==> src/design/guess_pkg.sv <==
package guess_pkg;

    // ------------------------------------------------------------------
    // Tick divisors, in clocks (scaled down for simulation)
    // ------------------------------------------------------------------
    localparam int sample_div = 2;     // Debounce sample tick
    localparam int logic_div  = 16;    // Game logic tick
    localparam int led_div    = 80;    // Win LED flow tick
    localparam int second_div = 400;   // Countdown tick and divider wrap

    // ------------------------------------------------------------------
    // Game constants
    // ------------------------------------------------------------------
    localparam int start_seconds    = 99;
    localparam int secret_limit     = 100;   // Secret drawn from 0 to 99
    localparam int hint_seconds     = 2;     // High/low hint hold
    localparam int debounce_samples = 2;     // Differing samples before a level change
    localparam int queue_depth      = 4;
    localparam int btn_count        = 4;

    // Counter widths derived from the constants above
    localparam int div_cnt_w  = $clog2(second_div);
    localparam int deb_cnt_w  = $clog2(debounce_samples + 1);
    localparam int qptr_w     = $clog2(queue_depth);
    localparam int hint_cnt_w = $clog2(hint_seconds + 1);

    // Button index, lowest code wins on simultaneous presses
    typedef enum logic [1:0] {
        btn_toggle  = 2'd0,   // Swap edited digit
        btn_up      = 2'd1,
        btn_down    = 2'd2,
        btn_confirm = 2'd3    // Start, confirm, play again
    } button_code_t;

    typedef enum logic [2:0] {
        phase_idle, phase_load, phase_entry, phase_check,
        phase_high, phase_low, phase_win, phase_lose
    } phase_t;

    // LED patterns per phase
    localparam logic [15:0] led_idle       = 16'h0001;
    localparam logic [15:0] led_load       = 16'h0002;
    localparam logic [15:0] led_entry      = 16'h0004;
    localparam logic [15:0] led_check      = 16'h0008;
    localparam logic [15:0] led_high       = 16'h0100;
    localparam logic [15:0] led_low        = 16'h0200;
    localparam logic [15:0] led_lose       = 16'hAAAA;   // Every other LED
    localparam logic [15:0] led_flow_start = 16'h0001;   // Win rotation start

    typedef logic [3:0] digit_t;     // Decimal digit 0..9
    typedef logic [6:0] seconds_t;   // Countdown 0..99

    localparam logic [15:0] lfsr_seed = 16'hACE1;   // Also the reseed value

endpackage

==> src/design/tick_divider.sv <==
`timescale 1ns/1ps

module tick_divider import guess_pkg::*; (
    input  logic IN_CLK,
    input  logic ENABLE,
    output logic sample_tick,
    output logic logic_tick,
    output logic led_tick,
    output logic second_tick
);

    logic [div_cnt_w-1:0] div_cnt;   // Wraps once per second tick

    // ------------------------------------------------------------------
    // Shared wrapping counter
    // ------------------------------------------------------------------
    always_ff @(posedge IN_CLK or negedge ENABLE) begin
        if (!ENABLE) begin
            div_cnt <= '0;
        end else if (div_cnt == div_cnt_w'(second_div - 1)) begin
            div_cnt <= '0;   // End of second period
        end else begin
            div_cnt <= div_cnt + 1'b1;
        end
    end

    // All divisors split second_div evenly, so the wrap keeps them in phase
    // Each enable fires on the last count of its own period
    assign sample_tick = (32'(div_cnt) % sample_div) == sample_div - 1;
    assign logic_tick  = (32'(div_cnt) % logic_div) == logic_div - 1;
    assign led_tick    = (32'(div_cnt) % led_div) == led_div - 1;
    assign second_tick = div_cnt == div_cnt_w'(second_div - 1);   // Same as wrap

endmodule

==> src/design/button_conditioner.sv <==
`timescale 1ns/1ps

module button_conditioner import guess_pkg::*; (
    input  logic                 IN_CLK,
    input  logic                 ENABLE,
    input  logic                 sample_tick,
    input  logic [btn_count-1:0] buttons,      // Raw, active high
    output logic                 press_valid,  // One-cycle strobe
    output button_code_t         press_code
);

    logic [btn_count-1:0] btn_reg;      // Raw levels, registered once
    logic [btn_count-1:0] btn_stable;   // Debounced level
    logic [btn_count-1:0] btn_prev;     // Stable level one sample back
    logic [btn_count-1:0] btn_rise;
    logic [deb_cnt_w-1:0] deb_cnt [btn_count];
    button_code_t         first_code;

    assign btn_rise = btn_stable & ~btn_prev;

    // Lowest index wins, the rest of a simultaneous group is dropped
    always_comb begin
        first_code = btn_toggle;
        for (int i = btn_count - 1; i >= 0; i--) begin
            if (btn_rise[i]) begin
                first_code = button_code_t'(i[1:0]);
            end
        end
    end

    // ------------------------------------------------------------------
    // Debounce and press detection
    // ------------------------------------------------------------------
    always_ff @(posedge IN_CLK or negedge ENABLE) begin
        if (!ENABLE) begin
            btn_reg     <= '0;
            btn_stable  <= '0;
            btn_prev    <= '0;
            press_valid <= 1'b0;
            press_code  <= btn_toggle;
            for (int i = 0; i < btn_count; i++) begin
                deb_cnt[i] <= '0;
            end
        end else begin
            btn_reg     <= buttons;   // Every clock
            press_valid <= 1'b0;      // Default, strobe only
            if (sample_tick) begin
                for (int i = 0; i < btn_count; i++) begin
                    if (btn_reg[i] != btn_stable[i]) begin
                        if (deb_cnt[i] == deb_cnt_w'(debounce_samples - 1)) begin
                            btn_stable[i] <= btn_reg[i];   // Level accepted
                            deb_cnt[i]    <= '0;
                        end else begin
                            deb_cnt[i] <= deb_cnt[i] + 1'b1;
                        end
                    end else begin
                        deb_cnt[i] <= '0;   // Bounce back, start over
                    end
                end
                btn_prev <= btn_stable;
                // Rise seen one sample after the stable level moved
                if (|btn_rise) begin
                    press_valid <= 1'b1;
                    press_code  <= first_code;
                end
            end
        end
    end

endmodule

==> src/design/press_queue.sv <==
`timescale 1ns/1ps

module press_queue import guess_pkg::*; (
    input  logic         IN_CLK,
    input  logic         ENABLE,
    input  logic         push,
    input  button_code_t push_code,
    input  logic         pop,          // Engine only pops when not empty
    output button_code_t head_code,
    output logic         queue_empty
);

    button_code_t      mem [queue_depth];
    logic [qptr_w-1:0] wr_ptr;
    logic [qptr_w-1:0] rd_ptr;
    logic [qptr_w:0]   count;          // 0..queue_depth
    logic              full;
    logic              do_push;

    assign full        = count == (qptr_w + 1)'(queue_depth);
    assign do_push     = push && !full;   // Press lost when full
    assign queue_empty = count == '0;
    assign head_code   = mem[rd_ptr];

    // ------------------------------------------------------------------
    // Circular buffer
    // ------------------------------------------------------------------
    always_ff @(posedge IN_CLK or negedge ENABLE) begin
        if (!ENABLE) begin
            wr_ptr <= '0;
            rd_ptr <= '0;
            count  <= '0;
            for (int i = 0; i < queue_depth; i++) begin
                mem[i] <= btn_toggle;
            end
        end else begin
            if (do_push) begin
                mem[wr_ptr] <= push_code;
                wr_ptr      <= (wr_ptr == qptr_w'(queue_depth - 1)) ? '0 : wr_ptr + 1'b1;
            end
            if (pop) begin
                rd_ptr <= (rd_ptr == qptr_w'(queue_depth - 1)) ? '0 : rd_ptr + 1'b1;
            end
            // Simultaneous push and pop leave the count alone
            case ({do_push, pop})
                2'b10:   count <= count + 1'b1;
                2'b01:   count <= count - 1'b1;
                default: count <= count;
            endcase
        end
    end

endmodule

==> src/design/game_engine.sv <==
`timescale 1ns/1ps

module game_engine import guess_pkg::*; (
    input  logic         IN_CLK,
    input  logic         ENABLE,
    input  logic         logic_tick,
    input  logic         second_tick,
    input  logic         led_tick,
    input  logic         queue_empty,
    input  button_code_t head_code,
    output logic         pop,
    output phase_t       phase,
    output logic [15:0]  led,
    output digit_t       guess_tens,
    output digit_t       guess_units,
    output logic         edit_tens,    // High while the tens digit is edited
    output seconds_t     time_left
);

    logic [15:0]           lfsr;
    logic [6:0]            secret;
    logic [6:0]            guess_value;
    logic [hint_cnt_w-1:0] hint_cnt;     // Second ticks spent on a hint
    logic                  sec_pend;
    logic                  led_pend;
    logic                  sec_hit;
    logic                  led_hit;
    logic                  timed_phase;  // Countdown runs here
    logic                  press_toggle;
    logic                  press_up;
    logic                  press_down;
    logic                  press_confirm;

    // Wrap-around step of one decimal digit
    function automatic digit_t digit_step(input digit_t d, input logic up);
        if (up) begin
            return (d == 4'd9) ? 4'd0 : d + 4'd1;
        end
        return (d == 4'd0) ? 4'd9 : d - 4'd1;
    endfunction

    // One press per logic tick
    assign pop           = logic_tick && !queue_empty;
    assign press_toggle  = pop && head_code == btn_toggle;
    assign press_up      = pop && head_code == btn_up;
    assign press_down    = pop && head_code == btn_down;
    assign press_confirm = pop && head_code == btn_confirm;

    assign guess_value = 7'(guess_tens) * 7'd10 + 7'(guess_units);
    assign timed_phase = phase inside {phase_entry, phase_check, phase_high, phase_low};

    // A tick landing on the logic tick itself counts right away
    assign sec_hit = sec_pend || second_tick;
    assign led_hit = led_pend || led_tick;

    // ------------------------------------------------------------------
    // Free-running LFSR and pending tick flags
    // ------------------------------------------------------------------
    always_ff @(posedge IN_CLK or negedge ENABLE) begin
        if (!ENABLE) begin
            lfsr <= lfsr_seed;
        end else if (lfsr == '0) begin
            lfsr <= lfsr_seed;   // Stuck state, reseed
        end else begin
            lfsr <= {lfsr[14:0], lfsr[15] ^ lfsr[13] ^ lfsr[12] ^ lfsr[10]};
        end
    end

    always_ff @(posedge IN_CLK or negedge ENABLE) begin
        if (!ENABLE) begin
            sec_pend <= 1'b0;
            led_pend <= 1'b0;
        end else if (logic_tick) begin
            sec_pend <= 1'b0;   // Consumed
            led_pend <= 1'b0;
        end else begin
            if (second_tick) sec_pend <= 1'b1;
            if (led_tick)    led_pend <= 1'b1;
        end
    end

    // ------------------------------------------------------------------
    // Game FSM, advances on logic ticks only
    // ------------------------------------------------------------------
    always_ff @(posedge IN_CLK or negedge ENABLE) begin
        if (!ENABLE) begin
            phase       <= phase_idle;
            led         <= '0;
            guess_tens  <= '0;
            guess_units <= '0;
            edit_tens   <= 1'b1;
            time_left   <= seconds_t'(start_seconds);
            secret      <= '0;
            hint_cnt    <= '0;
        end else if (logic_tick) begin
            if (timed_phase && time_left == '0) begin
                phase <= phase_lose;   // Timeout beats everything
                led   <= led_lose;
            end else begin
                if (timed_phase && sec_hit) begin
                    time_left <= time_left - 7'd1;
                end
                case (phase)
                    phase_idle: begin
                        led         <= led_idle;
                        guess_tens  <= '0;
                        guess_units <= '0;
                        edit_tens   <= 1'b1;
                        time_left   <= seconds_t'(start_seconds);
                        if (press_confirm) phase <= phase_load;
                    end
                    phase_load: begin
                        led <= led_load;
                        // Retry until the low bits land in range
                        if (lfsr[6:0] < 7'(secret_limit)) begin
                            secret <= lfsr[6:0];
                            phase  <= phase_entry;
                        end
                    end
                    phase_entry: begin
                        led <= led_entry;
                        if (press_toggle) edit_tens <= !edit_tens;
                        if (press_up || press_down) begin
                            if (edit_tens) begin
                                guess_tens <= digit_step(guess_tens, press_up);
                            end else begin
                                guess_units <= digit_step(guess_units, press_up);
                            end
                        end
                        if (press_confirm) phase <= phase_check;
                    end
                    phase_check: begin
                        led      <= led_check;
                        hint_cnt <= '0;
                        if (guess_value == secret) begin
                            phase <= phase_win;
                            led   <= led_flow_start;
                        end else if (guess_value > secret) begin
                            phase <= phase_high;
                            led   <= led_high;
                        end else begin
                            phase <= phase_low;
                            led   <= led_low;
                        end
                    end
                    phase_high, phase_low: begin
                        if (sec_hit) begin
                            if (hint_cnt == hint_cnt_w'(hint_seconds - 1)) begin
                                guess_tens  <= '0;   // Fresh guess
                                guess_units <= '0;
                                edit_tens   <= 1'b1;
                                phase       <= phase_entry;
                            end else begin
                                hint_cnt <= hint_cnt + 1'b1;
                            end
                        end
                    end
                    phase_win: begin
                        if (led_hit) led <= {led[14:0], led[15]};   // Rotate left
                        if (press_confirm) phase <= phase_idle;
                    end
                    phase_lose: begin
                        led <= led_lose;
                        if (press_confirm) phase <= phase_idle;
                    end
                    default: phase <= phase_idle;
                endcase
            end
        end
    end

endmodule

==> src/design/guess_number_top.sv <==
`timescale 1ns/1ps

module guess_number_top import guess_pkg::*; (
    input  logic                 IN_CLK,
    input  logic                 ENABLE,
    input  logic [btn_count-1:0] buttons,
    output phase_t               phase,
    output logic [15:0]          led,
    output digit_t               guess_tens,
    output digit_t               guess_units,
    output logic                 edit_tens,
    output seconds_t             time_left
);

    logic         sample_tick;
    logic         logic_tick;
    logic         led_tick;
    logic         second_tick;
    logic         press_valid;
    button_code_t press_code;
    logic         pop;
    button_code_t head_code;
    logic         queue_empty;

    // ------------------------------------------------------------------
    // Enables, buttons, press buffer, game
    // ------------------------------------------------------------------
    tick_divider u_tick_divider (
        .IN_CLK      (IN_CLK),
        .ENABLE      (ENABLE),
        .sample_tick (sample_tick),
        .logic_tick  (logic_tick),
        .led_tick    (led_tick),
        .second_tick (second_tick)
    );

    button_conditioner u_button_conditioner (
        .IN_CLK      (IN_CLK),
        .ENABLE      (ENABLE),
        .sample_tick (sample_tick),
        .buttons     (buttons),
        .press_valid (press_valid),
        .press_code  (press_code)
    );

    // Holds presses until the slower logic tick
    press_queue u_press_queue (
        .IN_CLK      (IN_CLK),
        .ENABLE      (ENABLE),
        .push        (press_valid),
        .push_code   (press_code),
        .pop         (pop),
        .head_code   (head_code),
        .queue_empty (queue_empty)
    );

    game_engine u_game_engine (
        .IN_CLK      (IN_CLK),
        .ENABLE      (ENABLE),
        .logic_tick  (logic_tick),
        .second_tick (second_tick),
        .led_tick    (led_tick),
        .queue_empty (queue_empty),
        .head_code   (head_code),
        .pop         (pop),
        .phase       (phase),
        .led         (led),
        .guess_tens  (guess_tens),
        .guess_units (guess_units),
        .edit_tens   (edit_tens),
        .time_left   (time_left)
    );

endmodule

==> config.mk <==
export PLATFORM = sky130hd
export DESIGN_NAME = guess_number_top
export DESIGN_NICKNAME = d
export VERILOG_FILES = /design/src/design/guess_pkg.sv /design/src/design/tick_divider.sv /design/src/design/button_conditioner.sv /design/src/design/press_queue.sv /design/src/design/game_engine.sv /design/src/design/guess_number_top.sv
export SDC_FILE = /design/constraint.sdc
export NUM_CORES = 1
export LEC_CHECK = 0
export BUFFER_PORTS_ARGS = -buffer_cell sky130_fd_sc_hd__buf_2
export CORE_MARGIN = 10
export CORE_UTILIZATION = 30
export CTS_CLUSTER_SIZE = 14
export DETAILED_ROUTE_END_ITERATION = 10
export PLACE_DENSITY = 0.46
export SYNTH_ARGS = -nofsm -noshare
export SYNTH_HDL_FRONTEND = slang
export SYNTH_HIERARCHICAL = 1
export SYNTH_SLANG_ARGS = --single-unit
==> constraint.sdc <==
create_clock -name IN_CLK -period 3.8 [get_ports IN_CLK]
set_input_delay 0 -clock IN_CLK [delete_from_list [all_inputs] [get_ports IN_CLK]]
set_output_delay 0 -clock IN_CLK [all_outputs]
set_load 0.005 [all_outputs]
==> impl_metrics.py <==
metrics = {
    "floorplan": {
        "die_h_um": 164,
        "core-area_um2": 20300,
        "dieArea_um2": 26800,
        "start_util": 0.306,
        "rows": 52,
        "die_width_um": 164,
        "boundaryPins": 41,
    },
    "global_route": {
        "antenna_found_initial": 0,
        "grt_pass1_wl_um": 23600,
        "overflow": 0,
        "grt_max_degree": 47,
        "grt_pass1_vias": 4600,
        "grt_usage": 0.106,
    },
    "status": {
        "status": "complete, no violations",
    },
    "power": {
        "power_mw": 3.88,
        "seqPwrFrac": 0.421,
        "intPower_mw": 2.52,
        "pwr-share-clk": 0.258,
        "power_switching_mw": 1.37,
        "swShare": 0.352,
        "power.density_nw_per_um2": 557,
        "power_frac_comb": 0.321,
        "power_leakage_nw": 3.07,
        "peakVddDrop_v": 0.000225,
    },
    "finish": {
        "utilization": 0.344,
        "fillerInstances": 2116,
        "area_growth_pct": 12.5,
        "largestRegisters": "u_game_engine/led: 16 flops, u_game_engine/lfsr: 16 flops, u_tick_divider/div_cnt: 9 flops",
        "seqCellArea_um2": 2740,
        "multi_input_area_um2": 3140,
        "stdcell_area_um2": 6980,
        "fin_nets": 685,
        "drive_above_1_share": 0.200,
        "layout_common_cells": "dfrtp_1 (96), nand2_1 (48), nor2_1 (47), buf_2 (39), inv_1 (34)",
        "diodes": 0,
        "layout_commonest_cell": "dfrtp_1",
        "instances_no_fill": 921,
    },
    "synthesis": {
        "yosysWarnings": 6,
        "ys_top_cells_by_area": "dfrtp_1 (39%), ha_1 (6.1%), dfstp_2 (5.5%)",
        "syn_area_per_cell_um2": 10.1,
        "syn_area_um2": 6200,
        "synth_cells": 617,
        "synthArstFlopShare": 1.00,
        "synth_ff_type": "dfrtp_1",
        "ys_ff_latch": 109,
        "synth.largest_area_cell": "dfrtp_1",
        "synth_top_area_share": 0.387,
        "synth_edf_count": 0,
        "syn-num-nets": 656,
        "seq_area_frac_synth": 0.442,
        "ys_types": 80,
    },
    "drt": {
        "via_per_inst": 4.99,
        "drt_drc_violations_left": 0,
        "drt_iter0_drc": 200,
        "first_pass_iters": 4,
        "post_drt_wl_per_cell_um": 15.1,
        "drt-total-wl_um": 13900,
        "ant_nets": 0,
        "vias": 4598,
    },
    "sta": {
        "worst_slack_ns": 0.718,
        "finClkSkew_ns": 0.00994,
        "slew_headroom": 0.371,
        "max_freq_mhz": 325,
        "worst-slew-pin-transition_ns": 0.936,
        "rsz0062_at_grt": "false",
        "finalSetupTns_ns": 0,
        "final-max-slew-violation-count": 0,
        "setup_viol": 0,
        "min_period_over_period": 0.811,
        "min_period_ns": 3.08,
        "holdWs_ns": 0.125,
        "final_hold_viol_count": 0,
    },
    "clocking": {
        "clk_pin_slew_ns": 0.08,
        "cts_max_level": 3,
        "clock_sinks": 109,
        "cts_tree": "yes",
        "cts-resized-gates": 0,
        "root_buffer": "clkbuf_16",
        "cts_buffers": 9,
        "clk_latency_ns": 0.36,
        "cts_buffer_depth": 2,
    },
    "critical_path": {
        "crit_path_max_fanout": 10,
        "cp_top_family": "adder cells",
        "crit_buf_inv": 1,
        "critPathMaxStageDelay_ns": 0.55,
        "crit_type": "register to register",
        "slowest_stage": "dfrtp_1",
        "crit_chain": "ha_1 -> ha_1 -> inv_1 -> fa_1 -> nor3b_1 -> xnor2_1 -> ha_1 -> nand4_1 -> o21bai_1 -> a2111oi_0 -> a211o_1",
        "critPathLaunchType": "register",
        "endpoint_kind": "register",
        "critical_path.most_common_cell": "ha_1",
        "required_ns": 4.10,
        "worstPathArrival_ns": 3.38,
    },
    "placement": {
        "dp_hpwl_um": 9920,
        "dp.cells": 900,
        "dpl_cell_area_um2": 6620,
        "gp_congestion": 0.766,
        "port_buffers": 40,
        "dp_slack_ns": 0.737,
    },
    "worst_hold_path": {
        "min_path_type": "input port to async pin",
    },
    "job": {
        "cap_violations": 0,
    },
}
kinds of logic after synthesis:
group	synth area share
simple gates	0.181
compound gates	0.152
flops	0.442
buf+inv	0.0520
mux	0.0670
fa+ha+maj	0.0702
xor+xnor	0.0353
Yosys cell counts (5+ instances only):
| library cell | instances |
|---|---|
| a21oi_1 | 26 |
| a31oi_1 | 10 |
| a32o_1 | 8 |
| buf_2 | 6 |
| buf_6 | 5 |
| clkbuf_1 | 20 |
| dfrtp_1 | 96 |
| dfstp_2 | 13 |
| ha_1 | 30 |
| inv_1 | 34 |
| mux2_2 | 24 |
| nand2_1 | 48 |
| nand2b_1 | 15 |
| nand3_1 | 16 |
| nand3b_1 | 6 |
| nand4_1 | 5 |
| nor2_1 | 47 |
| nor2b_1 | 13 |
| nor3_1 | 10 |
| nor4_1 | 7 |
| o211ai_1 | 8 |
| o21ai_0 | 28 |
| o31ai_1 | 7 |
| or2_2 | 7 |
| xnor2_1 | 13 |
| xor2_1 | 12 |
what timing repair did:
item | 4_1_cts | 5_1_grt
buffers inserted | 0 | 0
hold endpoints to repair | 35 | 0
hold buffers | 5 | 0
worst reg2reg max path, cell delays in order (launching register included):
cell and delay (ns):
dfrtp_1 0.55, ha_1 0.31, ha_1 0.20, inv_1 0.06, fa_1 0.43, nor3b_1 0.25, xnor2_1 0.10, ha_1 0.29
nand4_1 0.11, o21bai_1 0.18, a2111oi_0 0.41, a211o_1 0.15
layout make-up:
| cell class | instances | area share |
|---|---|---|
| inverter | 36 | 0.0194 |
| timing repair buffer | 53 | 0.0448 |
| multi-input combinational | 437 | 0.449 |
| clock inverter | 7 | 0.0127 |
| clock buffer | 9 | 0.0323 |
| tap | 270 | 0.0484 |
| sequential | 109 | 0.393 |
routing by layer:
| layer | routed length (µm) | GRT usage | part of all wire | up-vias |
|---|---|---|---|---|
| li1 | - | - | - | 2243 |
| met4 | 135 | 0.0256 | 0.0097 | 0 |
| met2 | 6460 | 0.169 | 0.46 | 56 |
| met1 | 6750 | 0.141 | 0.49 | 2288 |
| met3 | 556 | 0.0285 | 0.040 | 11 |
| met5 | 0 | 0 | 0 | - |
worst paths after layout:
check,start,to,slack [ns],cells after the start
setup / recovery,u_game_engine/guess_tens[3]$_DFFE_PN0P_,u_game_engine/led[8]$_DFFE_PN0P_,0.72,11
hold / removal,ENABLE,u_tick_divider/div_cnt[8]$_DFF_PN0_,0.12,2
setup reg to reg,u_game_engine/guess_tens[3]$_DFFE_PN0P_,u_game_engine/led[8]$_DFFE_PN0P_,0.72,11
hold reg to reg,u_game_engine/lfsr[7]$_DFF_PN1_,u_game_engine/lfsr[8]$_DFF_PN0_,0.39,0
max in group asynchronous,ENABLE,u_game_engine/guess_tens[3]$_DFFE_PN0P_,2.70,3
min in group IN_CLK,buttons[1],u_button_conditioner/btn_reg[1]$_DFF_PN0_,0.27,2
power by group through the flow:
| stage | Combinational, mW | Sequential (mW) | Clock (mW) |
|---|---|---|---|
| final | 1.25 | 1.64 | 1.00 |
| after global routing | 1.43 | 1.68 | 1.09 |
| after CTS | 1.25 | 1.64 | 1.04 |
| after global placement | 1.23 | 1.65 | 0 |
| after floorplan | 0.990 | 1.57 | 0 |
| after detailed placement | 1.24 | 1.66 | 0 |
Note: power is estimated with default switching activity, not from simulation.
